--- src/hdl/isa_pkg.sv ---
// isa package with the mips32 subset encodings, instruction fields and alu operation codes
package isa_pkg;

	// datapath and address width
	localparam int XLEN = 32;
	// register index width, 32 general registers
	localparam int REG_ADDR_W = 5;
	localparam int IMM_W = 16;
	localparam int JIDX_W = 26;

	typedef logic [XLEN-1:0] word_t;
	typedef logic [REG_ADDR_W-1:0] reg_idx_t;

	// major opcodes of the kept instructions
	typedef enum logic [5:0] {
		OP_RTYPE = 6'h00,
		OP_J     = 6'h02,
		OP_BEQ   = 6'h04,
		OP_BNE   = 6'h05,
		OP_ADDI  = 6'h08,
		OP_SLTI  = 6'h0a,
		OP_ANDI  = 6'h0c,
		OP_ORI   = 6'h0d,
		OP_LUI   = 6'h0f,
		OP_LW    = 6'h23,
		OP_SW    = 6'h2b
	} opcode_e;

	// function field of the kept r-type operations
	typedef enum logic [5:0] {
		F_SLL = 6'h00,
		F_SRL = 6'h02,
		F_SRA = 6'h03,
		F_ADD = 6'h20,
		F_SUB = 6'h22,
		F_AND = 6'h24,
		F_OR  = 6'h25,
		F_NOR = 6'h27,
		F_SLT = 6'h2a
	} funct_e;

	// alu operations, same codes the team uses in its alu
	typedef enum logic [3:0] {
		ALU_AND = 4'h0,
		ALU_OR  = 4'h1,
		ALU_ADD = 4'h2,
		ALU_SRL = 4'h3,
		ALU_SRA = 4'h4,
		ALU_SUB = 4'h6,
		ALU_SLT = 4'h7,
		ALU_LUI = 4'ha,
		ALU_NOR = 4'hc,
		ALU_SLL = 4'hd
	} alu_op_e;

	// r-type view of a word
	// immediate is {rd, shamt, funct}, jump index is everything below opcode
	typedef struct packed {
		logic [5:0] opcode;
		reg_idx_t rs;
		reg_idx_t rt;
		reg_idx_t rd;
		logic [4:0] shamt;
		logic [5:0] funct;
	} instr_t;

endpackage
--- src/hdl/pipe_pkg.sv ---
// pipeline package with the control bundle, stage payloads and wishbone bundles
package pipe_pkg;

	// byte lanes on the data bus
	localparam int SEL_W = isa_pkg::XLEN / 8;

	// all-zero bundle means bubble
	typedef struct packed {
		logic reg_write;
		logic mem_read;
		logic mem_write;
		logic mem_to_reg;
		logic alu_src;
		logic reg_dst;
		logic branch_eq;
		logic branch_ne;
		isa_pkg::alu_op_e alu_op;
	} ctrl_t;

	// fetch to decode
	typedef struct packed {
		isa_pkg::instr_t instr;
		isa_pkg::word_t pc;
	} if_id_t;

	// decode to execute
	typedef struct packed {
		ctrl_t ctrl;
		isa_pkg::word_t pc;
		isa_pkg::word_t rs_data;
		isa_pkg::word_t rt_data;
		isa_pkg::word_t imm;
		logic [4:0] shamt;
		isa_pkg::reg_idx_t rs;
		isa_pkg::reg_idx_t rt;
		isa_pkg::reg_idx_t rd;
	} id_ex_t;

	// execute to memory
	typedef struct packed {
		logic reg_write;
		logic mem_read;
		logic mem_write;
		logic mem_to_reg;
		isa_pkg::word_t alu_result;
		isa_pkg::word_t store_data;
		isa_pkg::reg_idx_t dest;
	} ex_mem_t;

	// memory to write-back
	typedef struct packed {
		logic reg_write;
		isa_pkg::reg_idx_t dest;
		isa_pkg::word_t wb_data;
	} mem_wb_t;

	// operand source in execute
	typedef enum logic [1:0] {
		FWD_REG = 2'b00,
		FWD_WB  = 2'b01,
		FWD_MEM = 2'b10
	} fwd_sel_e;

	// wishbone classic master side
	typedef struct packed {
		logic cyc;
		logic stb;
		logic we;
		isa_pkg::word_t adr;
		isa_pkg::word_t dat_w;
		logic [SEL_W-1:0] sel;
	} wb_req_t;

	typedef struct packed {
		logic ack;
		isa_pkg::word_t dat_r;
	} wb_rsp_t;

endpackage

--- src/hdl/mips_core.sv ---
// five-stage mips32 subset core with combinational instruction port and wishbone data port
`timescale 1ns/1ps

module mips_core #(
	parameter isa_pkg::word_t RESET_PC = '0
) (
	input  logic              clk,
	input  logic              rst_n,
	output isa_pkg::word_t    imem_addr,
	input  isa_pkg::word_t    imem_data,
	output pipe_pkg::wb_req_t wb_req,
	input  pipe_pkg::wb_rsp_t wb_rsp
);

	pipe_pkg::if_id_t if_id_d;
	pipe_pkg::if_id_t if_id_q;
	pipe_pkg::id_ex_t id_ex_d;
	pipe_pkg::id_ex_t id_ex_q;
	pipe_pkg::ex_mem_t ex_mem_d;
	pipe_pkg::ex_mem_t ex_mem_q;
	pipe_pkg::mem_wb_t mem_wb_d;
	pipe_pkg::mem_wb_t mem_wb_q;

	isa_pkg::word_t rs_data;
	isa_pkg::word_t rt_data;
	isa_pkg::word_t jump_target;
	isa_pkg::word_t branch_target;
	pipe_pkg::fwd_sel_e fwd_a;
	pipe_pkg::fwd_sel_e fwd_b;
	logic jump_taken;
	logic branch_taken;
	logic load_stall;
	logic branch_flush;
	logic mem_busy;

	// bus wait freezes all, load-use freezes only the front end
	wire front_hold = mem_busy || load_stall;
	wire if_id_bubble = branch_flush || jump_taken;
	wire id_ex_bubble = branch_flush || load_stall;

	// instruction arrives in the same cycle as its address
	assign if_id_d = '{instr: imem_data, pc: imem_addr};

	fetch_unit #(
		.RESET_PC (RESET_PC)
	) u_fetch (
		.clk           (clk),
		.rst_n         (rst_n),
		.hold          (front_hold),
		.branch_taken  (branch_taken),
		.branch_target (branch_target),
		.jump_taken    (jump_taken),
		.jump_target   (jump_target),
		.pc            (imem_addr)
	);

	pipe_stage_reg #(.payload_t(pipe_pkg::if_id_t)) u_if_id (
		.clk (clk), .rst_n (rst_n), .hold (front_hold), .bubble (if_id_bubble),
		.d (if_id_d), .q (if_id_q)
	);

	reg_file u_regs (
		.clk     (clk),
		.rst_n   (rst_n),
		.rs_idx  (if_id_q.instr.rs),
		.rt_idx  (if_id_q.instr.rt),
		.rs_data (rs_data),
		.rt_data (rt_data),
		.wb      (mem_wb_q)
	);

	decode_unit u_decode (
		.if_id       (if_id_q),
		.rs_data     (rs_data),
		.rt_data     (rt_data),
		.id_ex       (id_ex_d),
		.jump_taken  (jump_taken),
		.jump_target (jump_target)
	);

	hazard_unit u_hazard (
		.if_id        (if_id_q),
		.id_ex        (id_ex_q),
		.ex_mem       (ex_mem_q),
		.mem_wb       (mem_wb_q),
		.branch_taken (branch_taken),
		.load_stall   (load_stall),
		.branch_flush (branch_flush),
		.fwd_a        (fwd_a),
		.fwd_b        (fwd_b)
	);

	pipe_stage_reg #(.payload_t(pipe_pkg::id_ex_t)) u_id_ex (
		.clk (clk), .rst_n (rst_n), .hold (mem_busy), .bubble (id_ex_bubble),
		.d (id_ex_d), .q (id_ex_q)
	);

	// memory stage forwards its alu result, write-back its final data
	execute_unit u_execute (
		.id_ex         (id_ex_q),
		.fwd_a         (fwd_a),
		.fwd_b         (fwd_b),
		.mem_fwd       (ex_mem_q.alu_result),
		.wb_fwd        (mem_wb_q.wb_data),
		.ex_mem        (ex_mem_d),
		.branch_taken  (branch_taken),
		.branch_target (branch_target)
	);

	pipe_stage_reg #(.payload_t(pipe_pkg::ex_mem_t)) u_ex_mem (
		.clk (clk), .rst_n (rst_n), .hold (mem_busy), .bubble (1'b0),
		.d (ex_mem_d), .q (ex_mem_q)
	);

	mem_access u_mem (
		.ex_mem   (ex_mem_q),
		.wb_rsp   (wb_rsp),
		.wb_req   (wb_req),
		.mem_busy (mem_busy),
		.mem_wb   (mem_wb_d)
	);

	pipe_stage_reg #(.payload_t(pipe_pkg::mem_wb_t)) u_mem_wb (
		.clk (clk), .rst_n (rst_n), .hold (mem_busy), .bubble (1'b0),
		.d (mem_wb_d), .q (mem_wb_q)
	);

endmodule

--- src/hdl/mem_access.sv ---
// memory stage acting as wishbone classic master and picking the write-back data
`timescale 1ns/1ps

module mem_access (
	input  pipe_pkg::ex_mem_t ex_mem,
	input  pipe_pkg::wb_rsp_t wb_rsp,
	output pipe_pkg::wb_req_t wb_req,
	output logic              mem_busy,
	output pipe_pkg::mem_wb_t mem_wb
);

	logic access;

	assign access = ex_mem.mem_read || ex_mem.mem_write;

	// ex/mem is frozen until ack, so the request stays steady by itself
	always_comb
	begin
		wb_req.cyc = access;
		wb_req.stb = access;
		wb_req.we = ex_mem.mem_write;
		wb_req.adr = ex_mem.alu_result;
		wb_req.dat_w = ex_mem.store_data;
		// full words only
		wb_req.sel = '1;
	end

	// pipeline freezes until the slave acknowledges
	assign mem_busy = access && !wb_rsp.ack;

	// load data is only valid in the ack cycle, which is when mem/wb loads
	always_comb
	begin
		mem_wb.reg_write = ex_mem.reg_write;
		mem_wb.dest = ex_mem.dest;
		mem_wb.wb_data = ex_mem.mem_to_reg ? wb_rsp.dat_r : ex_mem.alu_result;
	end

endmodule

--- src/hdl/execute_unit.sv ---
// execute stage with operand forwarding, alu, branch resolution and destination choice
`timescale 1ns/1ps

module execute_unit (
	input  pipe_pkg::id_ex_t   id_ex,
	input  pipe_pkg::fwd_sel_e fwd_a,
	input  pipe_pkg::fwd_sel_e fwd_b,
	input  isa_pkg::word_t     mem_fwd,
	input  isa_pkg::word_t     wb_fwd,
	output pipe_pkg::ex_mem_t  ex_mem,
	output logic               branch_taken,
	output isa_pkg::word_t     branch_target
);

	isa_pkg::word_t op_a;
	isa_pkg::word_t op_rt;
	isa_pkg::word_t op_b;
	isa_pkg::word_t alu_y;

	// first operand, always rs
	always_comb
	begin
		case (fwd_a)
			pipe_pkg::FWD_MEM: op_a = mem_fwd;
			pipe_pkg::FWD_WB:  op_a = wb_fwd;
			default:           op_a = id_ex.rs_data;
		endcase
	end

	// rt value, also the store data
	always_comb
	begin
		case (fwd_b)
			pipe_pkg::FWD_MEM: op_rt = mem_fwd;
			pipe_pkg::FWD_WB:  op_rt = wb_fwd;
			default:           op_rt = id_ex.rt_data;
		endcase
	end

	assign op_b = id_ex.ctrl.alu_src ? id_ex.imm : op_rt;

	// shifts act on rt by shamt
	always_comb
	begin
		case (id_ex.ctrl.alu_op)
			isa_pkg::ALU_AND: alu_y = op_a & op_b;
			isa_pkg::ALU_OR:  alu_y = op_a | op_b;
			isa_pkg::ALU_ADD: alu_y = op_a + op_b;
			isa_pkg::ALU_SUB: alu_y = op_a - op_b;
			isa_pkg::ALU_NOR: alu_y = ~(op_a | op_b);
			isa_pkg::ALU_SLT: alu_y = isa_pkg::word_t'($signed(op_a) < $signed(op_b));
			isa_pkg::ALU_SLL: alu_y = op_b << id_ex.shamt;
			isa_pkg::ALU_SRL: alu_y = op_b >> id_ex.shamt;
			isa_pkg::ALU_SRA: alu_y = $unsigned($signed(op_b) >>> id_ex.shamt);
			// immediate into the upper half
			isa_pkg::ALU_LUI: alu_y = {op_b[15:0], 16'h0000};
			default:          alu_y = '0;
		endcase
	end

	// beq and bne compare the two forwarded registers
	assign branch_taken = (id_ex.ctrl.branch_eq && (op_a == op_rt)) ||
		(id_ex.ctrl.branch_ne && (op_a != op_rt));
	// pc + 4 + word offset
	assign branch_target = id_ex.pc + isa_pkg::word_t'(4) + {id_ex.imm[29:0], 2'b00};

	always_comb
	begin
		ex_mem.reg_write = id_ex.ctrl.reg_write;
		ex_mem.mem_read = id_ex.ctrl.mem_read;
		ex_mem.mem_write = id_ex.ctrl.mem_write;
		ex_mem.mem_to_reg = id_ex.ctrl.mem_to_reg;
		ex_mem.alu_result = alu_y;
		ex_mem.store_data = op_rt;
		// r-type writes rd, immediates and loads write rt
		ex_mem.dest = id_ex.ctrl.reg_dst ? id_ex.rd : id_ex.rt;
	end

endmodule

--- src/hdl/hazard_unit.sv ---
// hazard unit for load-use stall, taken-branch flush and operand forwarding selects
`timescale 1ns/1ps

module hazard_unit (
	input  pipe_pkg::if_id_t  if_id,
	input  pipe_pkg::id_ex_t  id_ex,
	input  pipe_pkg::ex_mem_t ex_mem,
	input  pipe_pkg::mem_wb_t mem_wb,
	input  logic              branch_taken,
	output logic              load_stall,
	output logic              branch_flush,
	output pipe_pkg::fwd_sel_e fwd_a,
	output pipe_pkg::fwd_sel_e fwd_b
);

	// load data only exists after the memory stage, so hold decode one cycle
	assign load_stall = id_ex.ctrl.mem_read &&
		((id_ex.rt == if_id.instr.rs) || (id_ex.rt == if_id.instr.rt));

	// both younger instructions came from the wrong path
	assign branch_flush = branch_taken;

	// memory stage holds the newer value, so it wins over write-back
	always_comb
	begin
		fwd_a = pipe_pkg::FWD_REG;
		if (ex_mem.reg_write && ex_mem.dest != '0 && ex_mem.dest == id_ex.rs)
			fwd_a = pipe_pkg::FWD_MEM;
		else if (mem_wb.reg_write && mem_wb.dest != '0 && mem_wb.dest == id_ex.rs)
			fwd_a = pipe_pkg::FWD_WB;

		fwd_b = pipe_pkg::FWD_REG;
		if (ex_mem.reg_write && ex_mem.dest != '0 && ex_mem.dest == id_ex.rt)
			fwd_b = pipe_pkg::FWD_MEM;
		else if (mem_wb.reg_write && mem_wb.dest != '0 && mem_wb.dest == id_ex.rt)
			fwd_b = pipe_pkg::FWD_WB;
	end

endmodule

--- src/hdl/reg_file.sv ---
// register file of thirty-two words with write-through reads
`timescale 1ns/1ps

module reg_file (
	input  logic              clk,
	input  logic              rst_n,
	input  isa_pkg::reg_idx_t rs_idx,
	input  isa_pkg::reg_idx_t rt_idx,
	output isa_pkg::word_t    rs_data,
	output isa_pkg::word_t    rt_data,
	input  pipe_pkg::mem_wb_t wb
);

	isa_pkg::word_t regs [32];
	logic wr_en;

	// $zero is never written
	assign wr_en = wb.reg_write && (wb.dest != '0);

	always_ff @(posedge clk or negedge rst_n)
	begin
		if (!rst_n)
		begin
			for (int i = 0; i < 32; i++)
				regs[i] <= '0;
		end
		else if (wr_en)
			regs[wb.dest] <= wb.wb_data;
	end

	// a read of the register written this cycle sees the new value
	assign rs_data = (rs_idx == '0) ? '0 : (wr_en && wb.dest == rs_idx) ? wb.wb_data : regs[rs_idx];
	assign rt_data = (rt_idx == '0) ? '0 : (wr_en && wb.dest == rt_idx) ? wb.wb_data : regs[rt_idx];

endmodule

--- src/hdl/decode_unit.sv ---
// decode stage turning an instruction into control, operands, immediate and jump target
`timescale 1ns/1ps

module decode_unit (
	input  pipe_pkg::if_id_t if_id,
	input  isa_pkg::word_t   rs_data,
	input  isa_pkg::word_t   rt_data,
	output pipe_pkg::id_ex_t id_ex,
	output logic             jump_taken,
	output isa_pkg::word_t   jump_target
);

	pipe_pkg::ctrl_t ctrl;
	logic [isa_pkg::IMM_W-1:0] imm16;
	logic zero_ext;
	isa_pkg::word_t pc_plus4;

	// immediate lives in rd, shamt and funct
	assign imm16 = {if_id.instr.rd, if_id.instr.shamt, if_id.instr.funct};
	assign pc_plus4 = if_id.pc + isa_pkg::word_t'(4);
	// region of the next pc with the index shifted to a word address
	assign jump_target = {pc_plus4[31:28], if_id.instr[isa_pkg::JIDX_W-1:0], 2'b00};

	// one-level decode, alu op picked straight from opcode and funct
	always_comb
	begin
		ctrl = '0;
		zero_ext = 1'b0;
		jump_taken = 1'b0;
		case (if_id.instr.opcode)
			isa_pkg::OP_RTYPE:
			begin
				// all-zero word is a nop, keep it a bubble
				if (if_id.instr != '0)
				begin
					ctrl.reg_write = 1'b1;
					ctrl.reg_dst = 1'b1;
					case (if_id.instr.funct)
						isa_pkg::F_ADD: ctrl.alu_op = isa_pkg::ALU_ADD;
						isa_pkg::F_SUB: ctrl.alu_op = isa_pkg::ALU_SUB;
						isa_pkg::F_AND: ctrl.alu_op = isa_pkg::ALU_AND;
						isa_pkg::F_OR:  ctrl.alu_op = isa_pkg::ALU_OR;
						isa_pkg::F_NOR: ctrl.alu_op = isa_pkg::ALU_NOR;
						isa_pkg::F_SLT: ctrl.alu_op = isa_pkg::ALU_SLT;
						isa_pkg::F_SLL: ctrl.alu_op = isa_pkg::ALU_SLL;
						isa_pkg::F_SRL: ctrl.alu_op = isa_pkg::ALU_SRL;
						isa_pkg::F_SRA: ctrl.alu_op = isa_pkg::ALU_SRA;
						// unknown funct, drop the instruction
						default: ctrl = '0;
					endcase
				end
			end
			isa_pkg::OP_ADDI:
			begin
				ctrl.reg_write = 1'b1;
				ctrl.alu_src = 1'b1;
				ctrl.alu_op = isa_pkg::ALU_ADD;
			end
			isa_pkg::OP_SLTI:
			begin
				ctrl.reg_write = 1'b1;
				ctrl.alu_src = 1'b1;
				ctrl.alu_op = isa_pkg::ALU_SLT;
			end
			isa_pkg::OP_ANDI, isa_pkg::OP_ORI:
			begin
				// logical immediates are zero extended in mips32
				ctrl.reg_write = 1'b1;
				ctrl.alu_src = 1'b1;
				zero_ext = 1'b1;
				ctrl.alu_op = (if_id.instr.opcode == isa_pkg::OP_ANDI) ?
					isa_pkg::ALU_AND : isa_pkg::ALU_OR;
			end
			isa_pkg::OP_LUI:
			begin
				ctrl.reg_write = 1'b1;
				ctrl.alu_src = 1'b1;
				ctrl.alu_op = isa_pkg::ALU_LUI;
			end
			isa_pkg::OP_LW:
			begin
				ctrl.reg_write = 1'b1;
				ctrl.mem_read = 1'b1;
				ctrl.mem_to_reg = 1'b1;
				ctrl.alu_src = 1'b1;
				ctrl.alu_op = isa_pkg::ALU_ADD;
			end
			isa_pkg::OP_SW:
			begin
				ctrl.mem_write = 1'b1;
				ctrl.alu_src = 1'b1;
				ctrl.alu_op = isa_pkg::ALU_ADD;
			end
			// branches compare the two forwarded registers in execute
			isa_pkg::OP_BEQ: ctrl.branch_eq = 1'b1;
			isa_pkg::OP_BNE: ctrl.branch_ne = 1'b1;
			// jump leaves a bubble behind in id/ex
			isa_pkg::OP_J:   jump_taken = 1'b1;
			default:         ctrl = '0;
		endcase
	end

	always_comb
	begin
		id_ex.ctrl = ctrl;
		id_ex.pc = if_id.pc;
		id_ex.rs_data = rs_data;
		id_ex.rt_data = rt_data;
		id_ex.imm = zero_ext ? {16'h0000, imm16} : {{16{imm16[15]}}, imm16};
		id_ex.shamt = if_id.instr.shamt;
		id_ex.rs = if_id.instr.rs;
		id_ex.rt = if_id.instr.rt;
		id_ex.rd = if_id.instr.rd;
	end

endmodule

--- src/hdl/fetch_unit.sv ---
// fetch stage holding the program counter and choosing the next fetch address
`timescale 1ns/1ps

module fetch_unit #(
	parameter isa_pkg::word_t RESET_PC = '0
) (
	input  logic           clk,
	input  logic           rst_n,
	input  logic           hold,
	input  logic           branch_taken,
	input  isa_pkg::word_t branch_target,
	input  logic           jump_taken,
	input  isa_pkg::word_t jump_target,
	output isa_pkg::word_t pc
);

	isa_pkg::word_t next_pc;

	// branch sits in execute, jump in decode
	// so the branch is older and goes first
	always_comb
	begin
		if (branch_taken)
			next_pc = branch_target;
		else if (jump_taken)
			next_pc = jump_target;
		else
			next_pc = pc + isa_pkg::word_t'(4);
	end

	always_ff @(posedge clk or negedge rst_n)
	begin
		if (!rst_n)
			pc <= RESET_PC;
		else if (!hold)
			pc <= next_pc;
	end

endmodule

--- src/hdl/pipe_stage_reg.sv ---
// pipeline boundary register with hold and bubble insertion for any payload type
`timescale 1ns/1ps

module pipe_stage_reg #(
	parameter type payload_t = logic [31:0]
) (
	input  logic     clk,
	input  logic     rst_n,
	input  logic     hold,
	input  logic     bubble,
	input  payload_t d,
	output payload_t q
);

	// hold beats bubble, so a frozen stage keeps its instruction
	always_ff @(posedge clk or negedge rst_n)
	begin
		if (!rst_n)
			q <= '0;
		else if (!hold)
			q <= bubble ? payload_t'('0) : d;
	end

endmodule

--- config.mk ---
export PLATFORM = sky130hd
export DESIGN_NAME = mips_core
export DESIGN_NICKNAME = d
export VERILOG_FILES = /design/src/hdl/isa_pkg.sv /design/src/hdl/pipe_pkg.sv /design/src/hdl/mips_core.sv /design/src/hdl/mem_access.sv /design/src/hdl/execute_unit.sv /design/src/hdl/hazard_unit.sv /design/src/hdl/reg_file.sv /design/src/hdl/decode_unit.sv /design/src/hdl/fetch_unit.sv /design/src/hdl/pipe_stage_reg.sv
export SDC_FILE = /design/constraint.sdc
export NUM_CORES = 2
export LEC_CHECK = 0
export BUFFER_PORTS_ARGS = -buffer_cell sky130_fd_sc_hd__buf_2
export CAP_MARGIN = 20
export CORE_MARGIN = 8
export CORE_UTILIZATION = 39
export CTS_CLUSTER_SIZE = 12
export DETAILED_ROUTE_END_ITERATION = 8
export SYNTH_ARGS = -nofsm -noshare
export SYNTH_HDL_FRONTEND = slang
export SYNTH_SLANG_ARGS = --single-unit
--- constraint.sdc ---
create_clock -name clk -period 5 [get_ports clk]
set_input_delay 1 -clock clk [delete_from_list [all_inputs] [get_ports clk]]
set_output_delay 1 -clock clk [all_outputs]
set_load 0.02 [all_outputs]
==> results.md <==
- The flow ran to the end, but the final reports show violations.
- The checks that failed: setup timing.
- The worst-case IR drop observed on VDD is 433 uV.
- The root cell of the clock tree is sky130_fd_sc_hd__clkbuf_16.
- The final setup slack of the worst path is -0.263 ns.
- At the pin with the least slew margin, the transition time is 1.26 ns.
- The final route contains 66,800 vias.
- The classification of the worst setup path is reg -> reg.
- The stage delay of the slowest cell on the critical path is 0.56 ns.
- The required time at the endpoint of the critical path is 5.74 ns.
- The count of state elements after synthesis is 1,364.
- The worst pin sits at a relative slew slack of 16.0%.
- The most common library cell in the layout ignoring fill and taps is sky130_fd_sc_hd__dfrtp_1.
- Port buffering added 165 buffers.
- The count of warnings emitted by yosys is 0.
- The chip height is 479 um.
- 170 I/O pins were placed.
- The weighted congestion at the end of routability-driven global placement is 1.06.
- In this run the standard cell core region covers 214,000 um^2.
- Clock-pin slew was measured on the worst setup and hold paths at 0.08 ns.
- Power spread over the standard cell area amounts to 362 nW/um^2.
- After detailed routing, the number of vias per cell comes to 6.39.
- The maximum fanout along the worst path is 4.
- The final number of hold-violating endpoints came to 0.
- The first global-routing pass estimated 494,000 um of wire.
- The buffer depth of the longest clock path is 3.
- The number of CTS-inserted buffers is 155.
- The worst setup path is launched from a flip-flop.
- Global routing finished with a remaining overflow of 0.
- The number of cells produced by synthesis is 7,142.
- For the final database, setup skew stands at 0.0402 ns.
- The total buffers and inverters traversed by the critical path is 3.
- The finished cells cover 97,900 um^2.
- The kind of cell with the highest combined delay along the critical path is compound AO/OA/AOI/OAI gates.
- CTS saw 1,364 sinks.
- The number of cells in the design after placement is 10,200.
- Yosys mapped a number of flops with a built-in enable equal to 0.
- The number of global-route vias before repair is 66,300.
- The cell leakage power is 0.0443 uW.
- The number of antenna violations at the first check in global routing is 16.
- The library cells used most frequently in the layout, excluding fill and tap cells, are 1,346 x sky130_fd_sc_hd__dfrtp_1, 1,030 x sky130_fd_sc_hd__mux2_2, 756 x sky130_fd_sc_hd__buf_4.
- Across every metal layer, demand over resource in global routing totals 29.3%.
- The number of pins exceeding their max-slew limit in the final report came to 0.
- The share of final-layout standard cells stronger than drive strength 1 is 40.4%.
- Counting stages on the worst path, the most repeated cell is sky130_fd_sc_hd__a21oi_2.
- The tool flagged a number of max-cap violations equal to 0.
- The mapped netlist covers 83,500 um^2.
- The tightest min-delay check is of the in -> async type.
- For this block, the initial DRC count from the detailed router was 7,042.
- The detailed-placement wirelength estimate is 237,000 um.
- The floorplan has 170 rows.
- In this run the number of H-tree levels came out at 4.
- The die outline area is 229,000 um^2.
- The fraction of the cycle the final worst path needs is 105%.
- The overall power of the completed layout is 35,500 uW.
- Setup repair after global routing could not meet its margin everywhere.
- The count of cell types in the netlist is 95.
- In the final timing run, aggregate negative setup slack is -0.976 ns.
- For this block, the routed nets add up to 346,000 um of wire.
- The average cell area after synthesis is 11.7 um^2.
- The upper clock frequency limit is 0.190 GHz.
- The largest individual stage delay along the critical path comes from the cell sky130_fd_sc_hd__or4_4.
- Sequential elements use 40.9% of the synthesized area.
- The post-route antenna net violation count is 0.
- The fraction of registers with async set or reset after synthesis is 100%.
- For this run, the number of standard cells in the final layout without fillers is 10,500.
- The detailed-route DRC error count is 0.
- The routed wire length per instance is 33.0 um.
- The category of the worst setup path capture point is a flip-flop.
- Setup violations remaining at the end of the flow were counted as 8.
- Once the floorplan was initialized, standard cells occupied 39.1% of the core.
- The area after detailed placement is 91,700 um^2.
- Clock latency on the worst-skew pair, taken at its later pin, is 0.86 ns.
- The TritonCTS clock tree is yes.
- The floorplan step set the die width to 479 um.
- On the final layout, the worst hold slack is 0.0576 ns.
- The detailed-routing iteration count for the pre-antenna-repair pass is 6.
- The data arrival time of the critical path is 6.00 ns.
- For this run, the leading register cell type out of synthesis is sky130_fd_sc_hd__dfrtp_1.
- Compared with the post-synthesis result, the final layout area differs by 17.3%.
- Subtracting the final worst setup slack from the clock period gives 5.26 ns.
- The maximum number of pins on one net before global-route repair is 133.
- The net count of the finished layout is 7,714.
- The signal on the critical path passes through or4_4 -> o211ai_4 -> buf_6 -> nor3_4 -> a31o_4 -> o21ai_4 -> ha_4 -> inv_2 -> fa_2 -> nor3b_4 -> o311ai_4 -> a21oi_2 -> a2111o_1 -> a311o_1 -> a21oi_2 -> o211ai_1 -> buf_4 -> a311oi_4 -> nand2_1 -> a31o_2 -> a21bo_2.
Yosys cell counts, types with 35 or more instances:
| cell | count | share of area, % |
|---|---|---|
| sky130_fd_sc_hd__o21ai_0 | 227 | 1.4 |
| sky130_fd_sc_hd__buf_1 | 117 | 0.53 |
| sky130_fd_sc_hd__a22oi_1 | 35 | 0.31 |
| sky130_fd_sc_hd__nor4_1 | 53 | 0.40 |
| sky130_fd_sc_hd__nand2b_1 | 37 | 0.28 |
| sky130_fd_sc_hd__buf_4 | 87 | 0.78 |
| sky130_fd_sc_hd__xnor2_1 | 66 | 0.69 |
| sky130_fd_sc_hd__o221ai_1 | 40 | 0.42 |
| sky130_fd_sc_hd__buf_2 | 40 | 0.24 |
| sky130_fd_sc_hd__ha_1 | 154 | 2.3 |
| sky130_fd_sc_hd__nor2_1 | 294 | 1.3 |
| sky130_fd_sc_hd__nand3_1 | 94 | 0.56 |
| sky130_fd_sc_hd__nor3_1 | 191 | 1.1 |
| sky130_fd_sc_hd__a21oi_1 | 295 | 1.8 |
| sky130_fd_sc_hd__nand2_1 | 581 | 2.6 |
| sky130_fd_sc_hd__o211ai_1 | 55 | 0.49 |
| sky130_fd_sc_hd__a311oi_1 | 35 | 0.37 |
| sky130_fd_sc_hd__o22ai_1 | 51 | 0.38 |
| sky130_fd_sc_hd__mux2_2 | 1030 | 14 |
| sky130_fd_sc_hd__o21ai_1 | 91 | 0.55 |
| sky130_fd_sc_hd__a211oi_1 | 63 | 0.57 |
| sky130_fd_sc_hd__mux4_2 | 593 | 16 |
| sky130_fd_sc_hd__inv_1 | 113 | 0.51 |
| sky130_fd_sc_hd__a31oi_1 | 58 | 0.43 |
| sky130_fd_sc_hd__clkbuf_1 | 543 | 2.4 |
| sky130_fd_sc_hd__a22o_1 | 65 | 0.68 |
| sky130_fd_sc_hd__mux2i_1 | 212 | 2.5 |
| sky130_fd_sc_hd__dfrtp_1 | 1364 | 41 |
| sky130_fd_sc_hd__xor2_1 | 53 | 0.56 |
power breakdown:
group | internal, uW | leakage [uW] | switching, uW
logic | 4160 | 0.0231 | 6140
registers | 12000 | 0.0186 | 1160
clock network | 6990 | 0.00262 | 5030
final timing paths:
| path | from | to | slack, ns | depth (start not counted) |
|---|---|---|---|---|
| min | rst_n | u_ex_mem.q[21]$_DFFE_PN0N_ | 0.06 | 1 |
| max in group asynchronous | rst_n | u_regs.regs[903]$_DFFE_PN0P_ | 3.56 | 2 |
| min in group clk | u_regs.regs[1015]$_DFFE_PN0P_ | u_regs.regs[1015]$_DFFE_PN0P_ | 0.40 | 0 |
| min reg2reg | u_regs.regs[1015]$_DFFE_PN0P_ | u_regs.regs[1015]$_DFFE_PN0P_ | 0.40 | 0 |
| max reg2reg | u_ex_mem.q[2]$_DFFE_PN0N_ | u_ex_mem.q[67]$_DFFE_PN0N_ | -0.26 | 21 |
| max | u_ex_mem.q[2]$_DFFE_PN0N_ | u_ex_mem.q[67]$_DFFE_PN0N_ | -0.26 | 21 |
routing by layer:
| metal | vias to the layer above | track usage (%) | wire, um |
|---|---|---|---|
| li1 | 27700 | - | - |
| met1 | 34900 | 37.8 | 137000 |
| met2 | 3311 | 45.7 | 158000 |
| met3 | 945 | 6.87 | 28600 |
| met4 | 8 | 16.1 | 22700 |
| met5 | - | 0 | 57 |
state kept, by name, summed over array words and instances, names as in the netlist:
register	count
u_mem_wb.q	38
u_fetch.pc	32
u_ex_mem.q	72
u_if_id.q	64
u_id_ex.q	134
u_regs.regs	1024
per-stage QoR:
stage | worst slack [ns] | utilization (%)
3_3_place_gp | -0.609 | 42.9
4_1_cts | -0.247 | 45.6
2_1_floorplan | -0.0177 | -
5_1_grt | -0.392 | 45.8
6_report | -0.263 | 45.8
3_5_place_dp | -0.654 | 42.9
area by class of cell:
class                      instances  area (um^2)
fill                           19400       116000
multi-input combinational       4873        46700
sequential                      1364        34200
timing repair buffer             979         7660
clock buffer                     236         4620
tap                             2838         3550
clock inverter                    45          727
inverter                         117          439
antenna                           10         25.0
logic make-up (layout without fill, tap and decap cells):
family                   after synthesis  in the layout  synth area share [%]
multiplexers                        1835           1835                  32.4
buffers and inverters                908           1377                  4.57
adder cells (fa/ha/maj)              158            158                  2.39
AO/OA/AOI/OAI                       1360           1360                  10.9
other                                  1             14               0.00449
flip-flops                          1364           1364                  40.9
AND/OR/NAND/NOR                     1397           1397                  7.54
XOR/XNOR                             119            119                  1.25
timing repair:
action,4_1_cts,5_1_grt
pin swaps,24,24
hold endpoints to repair,0,0
setup buffers,8,7
resized for setup,69,91
hold buffers,0,0
cloned,0,1
setup endpoints to repair,249,57
Note: power is estimated with default switching activity, not from simulation.
